==> src/source/mem_pkg.sv <==
package mem_pkg;

  // ##############################
  // Widths and sizes
  // ##############################

  localparam int XLEN    = 32;
  localparam int LANES   = 4;   // Byte banks
  localparam int DEPTH   = 256; // Words per bank
  localparam int INDEX_W = 8;   // log2(DEPTH)
  localparam int REG_W   = 5;

  // ##############################
  // Opcodes and causes
  // ##############################

  typedef enum logic [3:0] {
    LSU_NONE = 4'd0,
    LSU_LB   = 4'd1,
    LSU_LH   = 4'd2,
    LSU_LW   = 4'd3,
    LSU_LBU  = 4'd4,
    LSU_LHU  = 4'd5,
    LSU_SB   = 4'd6,
    LSU_SH   = 4'd7,
    LSU_SW   = 4'd8
  } lsu_op_t;

  typedef enum logic [1:0] {
    CAUSE_NONE             = 2'd0,
    CAUSE_LOAD_MISALIGNED  = 2'd1,
    CAUSE_STORE_MISALIGNED = 2'd2
  } mem_cause_t;

  // ##############################
  // Stage register
  // ##############################

  typedef struct packed {
    logic             valid;
    lsu_op_t          op;
    logic [1:0]       offset;  // Byte offset within the word
    logic [REG_W-1:0] rd;
    logic             wren;
    logic             exc;
    mem_cause_t       cause;
    logic [XLEN-1:0]  addr;    // Faulting address
  } mem_reg_t;

  localparam mem_reg_t init_mem_reg = '{
    valid  : 1'b0,
    op     : LSU_NONE,
    offset : 2'b00,
    rd     : '0,
    wren   : 1'b0,
    exc    : 1'b0,
    cause  : CAUSE_NONE,
    addr   : '0
  };

endpackage

==> src/source/dtim_if.sv <==
interface dtim_if import mem_pkg::*; ();

  // Request side
  logic               en;
  logic [INDEX_W-1:0] index;
  logic [LANES-1:0]   wstrb;
  logic [XLEN-1:0]    wdata;  // One byte per lane

  // Each bank drives its own read byte
  logic [XLEN-1:0]    rdata;

  modport issuer (
    output en,
    output index,
    output wstrb,
    output wdata
  );

  modport bank (
    input  en,
    input  index,
    input  wstrb,
    input  wdata,
    output rdata
  );

  modport drain (
    input rdata
  );

endinterface

==> src/source/load_align.sv <==
module load_align import mem_pkg::*; (
  dtim_if.drain           dtim,
  input  lsu_op_t         op,
  input  logic [1:0]      offset,
  output logic [XLEN-1:0] ldata
);

  logic [7:0]  byte_sel;
  logic [15:0] half_sel;

  // ##############################
  // Lane select
  // ##############################

  always_comb begin
    case (offset)
      2'd0:    byte_sel = dtim.rdata[7:0];
      2'd1:    byte_sel = dtim.rdata[15:8];
      2'd2:    byte_sel = dtim.rdata[23:16];
      default: byte_sel = dtim.rdata[31:24];
    endcase
    half_sel = offset[1] ? dtim.rdata[31:16] : dtim.rdata[15:0];
  end

  // ##############################
  // Extension
  // ##############################

  always_comb begin
    case (op)
      LSU_LB:  ldata = {{(XLEN-8){byte_sel[7]}}, byte_sel};
      LSU_LBU: ldata = {{(XLEN-8){1'b0}}, byte_sel};
      LSU_LH:  ldata = {{(XLEN-16){half_sel[15]}}, half_sel};
      LSU_LHU: ldata = {{(XLEN-16){1'b0}}, half_sel};
      LSU_LW:  ldata = dtim.rdata;
      default: ldata = '0;  // Stores and idle
    endcase
  end

  // Stage filters faulting halves before they get here
  always_comb begin
    if (op inside {LSU_LH, LSU_LHU}) begin
      a_half_even: assert (offset[0] == 1'b0)
        else $error("half load with odd offset %0d", offset);
    end
  end

endmodule

==> src/flat_wrapper.sv <==
// flat-port wrapper written by rule: the top's interface ports become plain ports
module load_align_flat import mem_pkg::*;
  (op, offset, ldata, dtim_rdata);
  dtim_if dtim_i ();
  input  lsu_op_t op;
  input  logic [1:0] offset;
  output logic [XLEN-1:0] ldata;
  input wire logic [$bits(dtim_i.rdata)-1:0] dtim_rdata;
  assign dtim_i.rdata = dtim_rdata;
  load_align u_core (.dtim(dtim_i), .op(op), .offset(offset), .ldata(ldata));
endmodule
==> config.mk <==
export PLATFORM = sky130hd
export DESIGN_NAME = load_align_flat
export DESIGN_NICKNAME = d
export VERILOG_FILES = /design/src/source/mem_pkg.sv /design/src/source/dtim_if.sv /design/src/source/load_align.sv /design/src/flat_wrapper.sv
export SDC_FILE = /design/constraint.sdc
export NUM_CORES = 1
export LEC_CHECK = 0
export BUFFER_PORTS_ARGS = -buffer_cell sky130_fd_sc_hd__buf_2
export CORE_MARGIN = 5
export CORE_UTILIZATION = 36
export DETAILED_ROUTE_END_ITERATION = 6
export PLACE_DENSITY = 0.81
export SYNTH_ARGS = -nofsm -noshare
export SYNTH_HDL_FRONTEND = slang
export SYNTH_SLANG_ARGS = --single-unit
==> constraint.sdc <==
create_clock -name vclk -period 1.35
set_input_delay 0.135 -clock vclk [all_inputs]
set_output_delay 0.135 -clock vclk [all_outputs]
set_load 0.03 [all_outputs]
==> impl_results.md <==
* Drt first-iter violations at 95
* I/O Buffers at 70
* Register Area at 0 um^2
* Top cell type by total area after synthesis: nor2b_1
* Post-DP HPWL at 3.04 mm
* Total wire length at around 5.5 mm
* Crit path launch: offset[0]
* Die footprint at 3150 um^2
* Netlist Area Pre-Place at 767 um^2
* Register area share after synthesis at 0
* Leakage at 0.869 nW
* Gpl congestion at 0.856
* Endpoints failing setup at 32
* Crit path kind: in -> out
* Failing checks: negative setup slack
* Antenna violations before repair at 0
* PwrDens at 410 nW/um^2
* Synthesized area per cell at around 7.7 um^2
* Final Cycle Share at 1.15
* Wire per inst at around 25 um
* Nature of the critical path startpoint: input port
* Max cap viols at 0
* Area post-placement at 1420 um^2
* Horiz. Die Dim at 56.2 um
* Row count at 16
* Fillers at 71
* Max Freq at 642 MHz
* Overall Power at 0.765 mW
* Status: finished, violations left
* Final ANT Viol Nets at 0
* Tot GR Track Use at 0.291
* Ys Warns at 0
* Starting density of the core at 0.383
* Most frequent cells in the layout: buf_2, buf_6, buf_4
* Largest net degree at the start of global routing at 14
* RSZ-0062 raised after global routing: yes
* CP Capture Type: primary output
* Vias/cell at 6.52
* Final number of hold-violating endpoints at 0
* Number of global-route vias before repair at 1371
* Core Region at 2000 um^2
* Slew @ Worst Pin at ~430 ps
* Antenna cells at 0
* CP arrival at 1420 ps
* Final Worst Setup Slack at -207 ps
* Detailed-route DRC error count at 0
* Clock buffer cells at 0
* Cell count after synthesis at 100
* Worst Setup EP: ldata[23]
* Overflow after GRT at 0
* Worst Hold Class: in -> out
* Layout cells sized above 1 at 0.803
* Post-synth top area share at 0.147
* DR vias at 1401
* Worst VDD drop at 303 uV
* Largest cells by area after synthesis: nor2b_1, mux2_2, a221o_1, o21ai_0, mux2i_1
* Top Ports at 70
* Design area at 1870 um^2
* Crit Path Max Fanout at 12
* Relative slew slack at 0.711
* Global-route wire length before repair at around 7.3 mm
* Cell variety after synth at 24
* FF+latch count at 0
* Hold Crit Depth at 4
* Crit path time final at ~1600 ps
* P&R area growth vs syn at 143%
* Commonest non-fill, non-tap cell in the layout: buf_2
* Final Slew Violations at 0
* DRT Pass-1 Iters at 5
* Vert. Die Dim at between 50 and 60 um
* Worst Path Required at 1220 ps
* Nets at 228
* Syn Nets at approximately 140
[where the power goes]
part / internal (mW) / leakage [nW] / total (mW) / switching [mW]
Sequential: 0 / 0 / 0 / 0
Combinational: 0.343 / 0.869 / 0.765 / 0.422
Clock: 0 / 0 / 0 / 0
[cell usage after synthesis]
cell type / number
a221o_1: 9
a221oi_2: 1
a32o_1: 1
a32oi_1: 7
and3_2: 1
and3_4: 1
buf_2: 6
buf_6: 1
clkbuf_1: 2
clkbuf_2: 2
inv_1: 1
mux2_2: 9
mux2i_1: 7
mux4_2: 1
nand3_1: 1
nor2_1: 3
nor2b_1: 18
nor3b_1: 2
nor4bb_1: 1
o211ai_2: 1
o21ai_0: 16
o31ai_1: 7
or2b_1: 1
xor2_1: 1
[worst max-delay path: stages]
cell,delay [ps]
buf_8,70
mux4_2,520
nand3_1,210
buf_12,190
o21ai_1,100
buf_2,190
[cell type report]
cell class         instances  area [um^2]  area share
repair buffers            99          792       0.424
well taps                 27         33.8      0.0181
multi-input cells         88         1040       0.556
inverters                  1         3.75     0.00201
[what timing repair did]
action	in CTS	in global routing
setup endpoints to repair	32	32
endpoints found under the hold margin	0	0
pin swaps	13	8
buffers inserted	4	1
resized for setup	68	22
cloned	1	0
hold buffers	0	0
[worst min-delay path by stage]
stage,start,end
after CTS,dtim_rdata[7],ldata[7]
after floorplan,dtim_rdata[0],ldata[0]
after global placement,dtim_rdata[4],ldata[4]
after detailed placement,dtim_rdata[5],ldata[5]
after global routing,dtim_rdata[7],ldata[7]
final,dtim_rdata[2],ldata[2]
[per-layer routing]
layer	GRT usage	vias to the layer above	wire length [um]
met5	0	-	0
met4	0.186	0	425
met3	0.0557	39	478
met2	0.486	118	2590
met1	0.333	658	1980
li1	-	586	-
[cells by family (layout without fill, tap and decap cells)]
kind of cell           count (synthesis)  after routing  synth area share
buffers and inverters                 12            100            0.0816
multiplexers                          17             17             0.253
AND/OR/NAND/NOR                       28             28             0.235
XOR/XNOR                               1              1            0.0114
AO/OA/AOI/OAI                         42             42             0.419
[stage by stage]
step           setup WS [ps]  hold WS (ps)  std cells  TNS, ps  utilization
3_5_place_dp            -245           662        210    -5900        0.707
5_1_grt                 -228           621        215    -5760        0.933
2_1_floorplan           -197           471        100    -1560            -
6_report                -207           617        215    -4720        0.933
4_1_cts                 -185           604        214    -3480        0.860
3_3_place_gp            -211           662        210    -4850        0.707
(Power assumes the default switching activity.)
