## src/source/mem_pkg.sv

```systemverilog
package mem_pkg;

  // ##############################
  // Widths and sizes
  // ##############################

  localparam int XLEN    = 32;
  localparam int LANES   = 4;   // Byte banks
  localparam int DEPTH   = 256; // Words per bank
  localparam int INDEX_W = 8;   // log2(DEPTH)
  localparam int REG_W   = 5;

  // ##############################
  // Opcodes and causes
  // ##############################

  typedef enum logic [3:0] {
    LSU_NONE = 4'd0,
    LSU_LB   = 4'd1,
    LSU_LH   = 4'd2,
    LSU_LW   = 4'd3,
    LSU_LBU  = 4'd4,
    LSU_LHU  = 4'd5,
    LSU_SB   = 4'd6,
    LSU_SH   = 4'd7,
    LSU_SW   = 4'd8
  } lsu_op_t;

  typedef enum logic [1:0] {
    CAUSE_NONE             = 2'd0,
    CAUSE_LOAD_MISALIGNED  = 2'd1,
    CAUSE_STORE_MISALIGNED = 2'd2
  } mem_cause_t;

  // ##############################
  // Stage register
  // ##############################

  typedef struct packed {
    logic             valid;
    lsu_op_t          op;
    logic [1:0]       offset;  // Byte offset within the word
    logic [REG_W-1:0] rd;
    logic             wren;
    logic             exc;
    mem_cause_t       cause;
    logic [XLEN-1:0]  addr;    // Faulting address
  } mem_reg_t;

  localparam mem_reg_t init_mem_reg = '{
    valid  : 1'b0,
    op     : LSU_NONE,
    offset : 2'b00,
    rd     : '0,
    wren   : 1'b0,
    exc    : 1'b0,
    cause  : CAUSE_NONE,
    addr   : '0
  };

endpackage

```

## src/source/dtim_if.sv

```systemverilog
interface dtim_if import mem_pkg::*; ();

  // Request side
  logic               en;
  logic [INDEX_W-1:0] index;
  logic [LANES-1:0]   wstrb;
  logic [XLEN-1:0]    wdata;  // One byte per lane

  // Each bank drives its own read byte
  logic [XLEN-1:0]    rdata;

  modport issuer (
    output en,
    output index,
    output wstrb,
    output wdata
  );

  modport bank (
    input  en,
    input  index,
    input  wstrb,
    input  wdata,
    output rdata
  );

  modport drain (
    input rdata
  );

endinterface

```

## src/source/memory_stage.sv

```systemverilog
module memory_stage import mem_pkg::*; (
  input  logic             clock,
  input  logic             reset,
  input  logic             req_valid,
  input  lsu_op_t          req_op,
  input  logic [XLEN-1:0]  req_addr,
  input  logic [XLEN-1:0]  req_sdata,
  input  logic [REG_W-1:0] req_rd,
  input  logic             clear,
  input  logic             hold,
  dtim_if.issuer           dtim,
  input  logic [XLEN-1:0]  ldata,
  output lsu_op_t          ld_op,
  output logic [1:0]       ld_offset,
  output logic             wb_wren,
  output logic [REG_W-1:0] wb_rd,
  output logic [XLEN-1:0]  wb_data,
  output logic             exc_valid,
  output mem_cause_t       exc_cause,
  output logic [XLEN-1:0]  exc_addr
);

  mem_reg_t r, rin;

  logic is_load, is_store;
  logic is_half, is_word;
  logic misaligned;
  logic issue;

  function automatic logic [XLEN-1:0] store_data(input logic [XLEN-1:0] sdata,
                                                 input lsu_op_t op);
    logic [XLEN-1:0] data;
    case (op)
      LSU_SB:  data = {4{sdata[7:0]}};
      LSU_SH:  data = {2{sdata[15:0]}};
      default: data = sdata;
    endcase
    return data;
  endfunction

  // ##############################
  // Decode and issue
  // ##############################

  always_comb begin
    is_load  = req_op inside {LSU_LB, LSU_LH, LSU_LW, LSU_LBU, LSU_LHU};
    is_store = req_op inside {LSU_SB, LSU_SH, LSU_SW};
    is_half  = req_op inside {LSU_LH, LSU_LHU, LSU_SH};
    is_word  = req_op inside {LSU_LW, LSU_SW};

    misaligned = (is_half & req_addr[0]) | (is_word & (req_addr[1:0] != 2'b00));

    // Banks see nothing while held, cleared or faulting
    issue = req_valid & ~hold & ~clear & (is_load | is_store) & ~misaligned;

    dtim.en    = issue;
    dtim.index = req_addr[INDEX_W+1:2];
    dtim.wdata = store_data(req_sdata, req_op);

    dtim.wstrb = '0;
    if (issue & is_store) begin
      if (is_word) begin
        dtim.wstrb = '1;
      end else if (is_half) begin
        dtim.wstrb = LANES'(2'b11) << req_addr[1:0];
      end else begin
        dtim.wstrb = LANES'(1'b1) << req_addr[1:0];
      end
    end
  end

  // ##############################
  // Stage register
  // ##############################

  always_comb begin
    rin = r;
    if (hold == 1'b0) begin
      rin.valid  = req_valid & (is_load | is_store);
      rin.op     = req_op;
      rin.offset = req_addr[1:0];
      rin.rd     = req_rd;
      rin.wren   = is_load & ~misaligned & (req_rd != '0); // x0 never written
      rin.exc    = misaligned;
      rin.cause  = !misaligned ? CAUSE_NONE
                 : is_store   ? CAUSE_STORE_MISALIGNED
                 :              CAUSE_LOAD_MISALIGNED;
      rin.addr   = req_addr;
    end
    if (clear == 1'b1) begin
      rin = init_mem_reg;
    end
  end

  always_ff @(posedge clock) begin
    if (reset == 1'b0) begin
      r <= init_mem_reg;
    end else begin
      r <= rin;
    end
  end

  // Aligner only sees ops that actually reached memory
  assign ld_op     = (r.valid & ~r.exc) ? r.op : LSU_NONE;
  assign ld_offset = r.offset;

  assign wb_wren   = r.valid & r.wren & ~clear;
  assign wb_rd     = r.rd;
  assign wb_data   = ldata;
  assign exc_valid = r.valid & r.exc & ~clear;
  assign exc_cause = r.cause;
  assign exc_addr  = r.addr;

  a_no_strobe_idle: assert property (@(posedge clock) disable iff (reset == 1'b0)
    !dtim.en |-> (dtim.wstrb == '0));

  a_wb_exc_exclusive: assert property (@(posedge clock) disable iff (reset == 1'b0)
    !(wb_wren & exc_valid));

endmodule

```

## src/flat_wrapper.sv

```systemverilog
// flat-port wrapper written by rule: the top's interface ports become plain ports
module memory_stage_flat import mem_pkg::*;
  (clock, reset, req_valid, req_op, req_addr, req_sdata, req_rd, clear, hold, ldata, ld_op, ld_offset, wb_wren, wb_rd, wb_data, exc_valid, exc_cause, exc_addr, dtim_en, dtim_index, dtim_wstrb, dtim_wdata);
  dtim_if dtim_i ();
  input  logic clock;
  input  logic reset;
  input  logic req_valid;
  input  lsu_op_t req_op;
  input  logic [XLEN-1:0] req_addr;
  input  logic [XLEN-1:0] req_sdata;
  input  logic [REG_W-1:0] req_rd;
  input  logic clear;
  input  logic hold;
  input  logic [XLEN-1:0] ldata;
  output lsu_op_t ld_op;
  output logic [1:0] ld_offset;
  output logic wb_wren;
  output logic [REG_W-1:0] wb_rd;
  output logic [XLEN-1:0] wb_data;
  output logic exc_valid;
  output mem_cause_t exc_cause;
  output logic [XLEN-1:0] exc_addr;
  output wire logic [$bits(dtim_i.en)-1:0] dtim_en;
  output wire logic [$bits(dtim_i.index)-1:0] dtim_index;
  output wire logic [$bits(dtim_i.wstrb)-1:0] dtim_wstrb;
  output wire logic [$bits(dtim_i.wdata)-1:0] dtim_wdata;
  assign dtim_en = dtim_i.en;
  assign dtim_index = dtim_i.index;
  assign dtim_wstrb = dtim_i.wstrb;
  assign dtim_wdata = dtim_i.wdata;
  memory_stage u_core (.clock(clock), .reset(reset), .req_valid(req_valid), .req_op(req_op), .req_addr(req_addr), .req_sdata(req_sdata), .req_rd(req_rd), .clear(clear), .hold(hold), .dtim(dtim_i), .ldata(ldata), .ld_op(ld_op), .ld_offset(ld_offset), .wb_wren(wb_wren), .wb_rd(wb_rd), .wb_data(wb_data), .exc_valid(exc_valid), .exc_cause(exc_cause), .exc_addr(exc_addr));
endmodule
```

## config.mk

```make
export PLATFORM = sky130hd
export DESIGN_NAME = memory_stage_flat
export DESIGN_NICKNAME = d
export VERILOG_FILES = /design/src/source/mem_pkg.sv /design/src/source/dtim_if.sv /design/src/source/memory_stage.sv /design/src/flat_wrapper.sv
export SDC_FILE = /design/constraint.sdc
export NUM_CORES = 1
export LEC_CHECK = 0
export BUFFER_PORTS_ARGS = -buffer_cell sky130_fd_sc_hd__buf_4
export CAP_MARGIN = 30
export CORE_MARGIN = 2
export CORE_UTILIZATION = 30
export CTS_CLUSTER_SIZE = 40
export DETAILED_ROUTE_END_ITERATION = 12
export PLACE_DENSITY = 0.67
export SETUP_SLACK_MARGIN = 0.3
export SLEW_MARGIN = 20
export SYNTH_ARGS = -nofsm -noshare
export SYNTH_HDL_FRONTEND = slang
export SYNTH_SLANG_ARGS = --single-unit
```

## constraint.sdc

```tcl
create_clock -name clock -period 1.2 [get_ports clock]
set_input_delay 0.06 -clock clock [delete_from_list [all_inputs] [get_ports clock]]
set_output_delay 0.06 -clock clock [all_outputs]
set_load 0.005 [all_outputs]
```

==> results.md <==
- Status: complete, but fails checks
- Failing checks: setup timing
- Synth warnings: 0
- Synth Net Count: around 470
- Crit start category: primary input
- Area share of fa/ha/maj cells after synthesis: 0
- Placed inst area: 3986 um^2
- Final WS setup: -114.1 ps
- Worst path max stage delay: 320 ps
- Number of diodes: 0
- CP max-delay cell: nor4_4
- Synth top area share: 0.3000
- RSZ-0062 raised after global routing: true
- Final Critical Period: 1314 ps
- Post-synthesis mux area share: 0.1928
- #FFs+latches synth: 46
- Detailed-placement wirelength estimate: slightly below 7 mm
- IO Port Bufs: ~170
- Fin util: 0.4874
- Drc violations: 0
- CP cell instances: buf_8, o31ai_4, nand3_4, nor4_4, o31a_1, buf_4
- Crit Path Max Fanout: 10
- Share of layout cells above drive strength 1: 0.5975
- Post-Synth Simple-Gate Area: 0.1920
- Post-route ant nets: 0
- Grt ovf: 0
- Post-Route WL: 9.939 mm
- Reg2Reg Setup Slack: roughly 540 ps
- Root buf cell: clkbuf_8
- Crit path DAT: around 1300 ps
- Routed via count: just under 3k
- # nets final: 588
- Slew Limit Headroom: 0.7452
- Post-Syn Instances: about 360
- Ports: ~230
- Kind of critical path: primary input to output pin
- Die X: about 110 um
- Drt pass-1 iters: 4
- Initial antenna violation count: 0
- Final std cells w/o fill: a little over 600
- Synth Area in XOR/XNOR: 0
- Area leader, netlist: dfxtp_1
- Final Skew: 0 ps
- Seq/Total Area, Yosys: 0.3000
- EDFF count, synth: 0
- Initial DRC count: 151
- Measured slew at the worst slew-check pin: 380.9 ps
- Asr flop ratio synth: 0
- Max clock buf depth: 2
- Initial Util: 0.3111
- Vias in the first global route: 2970
- Hold Path Class: primary input to flip-flop
- First-pass GRT wire length: between 10 and 15 mm
- Dpl cells: ~580
- # rows: 36
- Largest net degree at the start of global routing: 35
- Final instance area: between 4000 and 5000 um^2
- Die area: ~11000 um^2
- Die height: roughly 110 um
- Worst IR drop on VDD: approximately 0.00044 V
- Via-to-Cell Ratio: 4.733
- Layout area overhead: 56.67%
- Routability cong.: between 0.8 and 0.9
- Clk_lat worst skew: 280 ps
- Final Hold Viols: 0
- Final setup fails: 15
- Most common cell in the synthesized netlist: buf_4
- Wirelength per Cell: 16.29 um
- H-tree depth: 2
- CTS Sinks: 46
- Synth area leaders: dfxtp_1, buf_4, mux2i_1, nor2_1, nand2_1
- Post-synth cell types: 37
- Pre-CTS setup slack: -144.5 ps
- Max Slew Vio Count: 0
- Mapped Area: between 3000 and 4000 um^2
- Pwr Density: roughly 770 nW/um^2
- Core region area: between 9000 and 10000 um^2
- Final period util: 1.095
- Tot GR Track Use: 0.1635
- Compound-Gate Fraction of Synth Area: 0.06400
- Avg Inst Size Synth: 8.549 um^2
- Largest family of logic cells by synthesized area: buffers and inverters
- Crit. End Element: output pin
- CTS tree: done
- F_max: around 0.76 GHz
- LEAKAGE: roughly 2.3 nW
- Max Cap Viol: 0
- Critical Path RT: about 1100 ps
- Clk slew on worst S/H paths: around 80 ps
- Synth top cells by count: buf_4, mux2i_1, dfxtp_1
- Num CTS Buffers: 5
- Main synth FF type: dfxtp_1
final timing paths:
kind	cells after the start	end	startpoint
min reg2reg	2	u_core.r[35]	u_core.r[35]
min	3	u_core.exc_addr[31]	req_addr[31]
max	6	dtim_wstrb[1]	req_op[1]
max reg2reg	1	u_core.exc_cause[0]	u_core.exc_cause[0]
placed cells by master (no fill, tap or decap), types with 4 or more instances in the layout:
| master | count |
|---|---|
| nand2_2 | 7 |
| buf_4 | 173 |
| a21oi_1 | 5 |
| mux2i_1 | 48 |
| nor2b_1 | 5 |
| dfxtp_1 | 42 |
| mux2_4 | 8 |
| nand2_1 | 14 |
| nor2_1 | 43 |
| dfxtp_2 | 4 |
| and2_4 | 4 |
| o21ai_2 | 7 |
| buf_12 | 6 |
| clkbuf_8 | 6 |
| buf_6 | 27 |
| nand2_4 | 14 |
| dlygate4sd3_1 | 11 |
final cells by class:
class,instances,area [um^2]
Timing Repair Buffer,221,1928
Multi-Input combinational cell,204,1705
Sequential cell,46,925.9
Tap cell,133,166.4
Clock buffer,6,82.58
Fill cell,896,5056
routing by layer:
metal	GRT usage	routed length [um]
met5	0	0
met2	0.3182	5327
met3	0.04554	761
met4	0.08381	456
met1	0.1536	3393
cell families after synthesis:
| kind of cell | count (synthesis) |
|---|---|
| buf+inv | 109 |
| simple gates | 118 |
| mux | 58 |
| compound gates | 28 |
| flops | 46 |
state kept, by name, indices dropped and copies added (netlist names):
register,flops
u_core.exc_addr,32
u_core.wb_rd,5
u_core.exc_cause,2
u_core.r,7
power breakdown:
| group | switching (mW) | internal [mW] | total (mW) |
|---|---|---|---|
| Combinational | 0.486 | 0.684 | 1.17 |
| Sequential | 0.0275 | 1.57 | 1.60 |
| Clock | 0.470 | 0.445 | 0.915 |
| Total | 0.983 | 2.70 | 3.69 |
stage by stage:
stage,power [mW],hold slack (ps),setup TNS [ps]
finish,3.687,9.761,-546.7
global route,3.893,2.015,-1260
CTS,3.645,1.578,-255.2
detailed placement,2.538,120.0,-1343
global placement,2.519,120.0,-888.9
floorplan,2.190,200.8,0
critical path: cells and delay by family:
kind                   cells  cell delay (ps)
buffers and inverters      2              240
AND/OR/NAND/NOR            2              450
AO/OA/AOI/OAI              2              490
repair_timing:
item | in CTS | in global routing
resized for setup | 84 | 41
endpoints found under the setup margin | 39 | 41
pin swaps | 22 | 13
hold endpoints to repair | 10 | 1
buffers inserted | 9 | 3
cloned | 2 | 1
hold buffers | 10 | 1
Note: power is estimated with default switching activity, not from simulation.
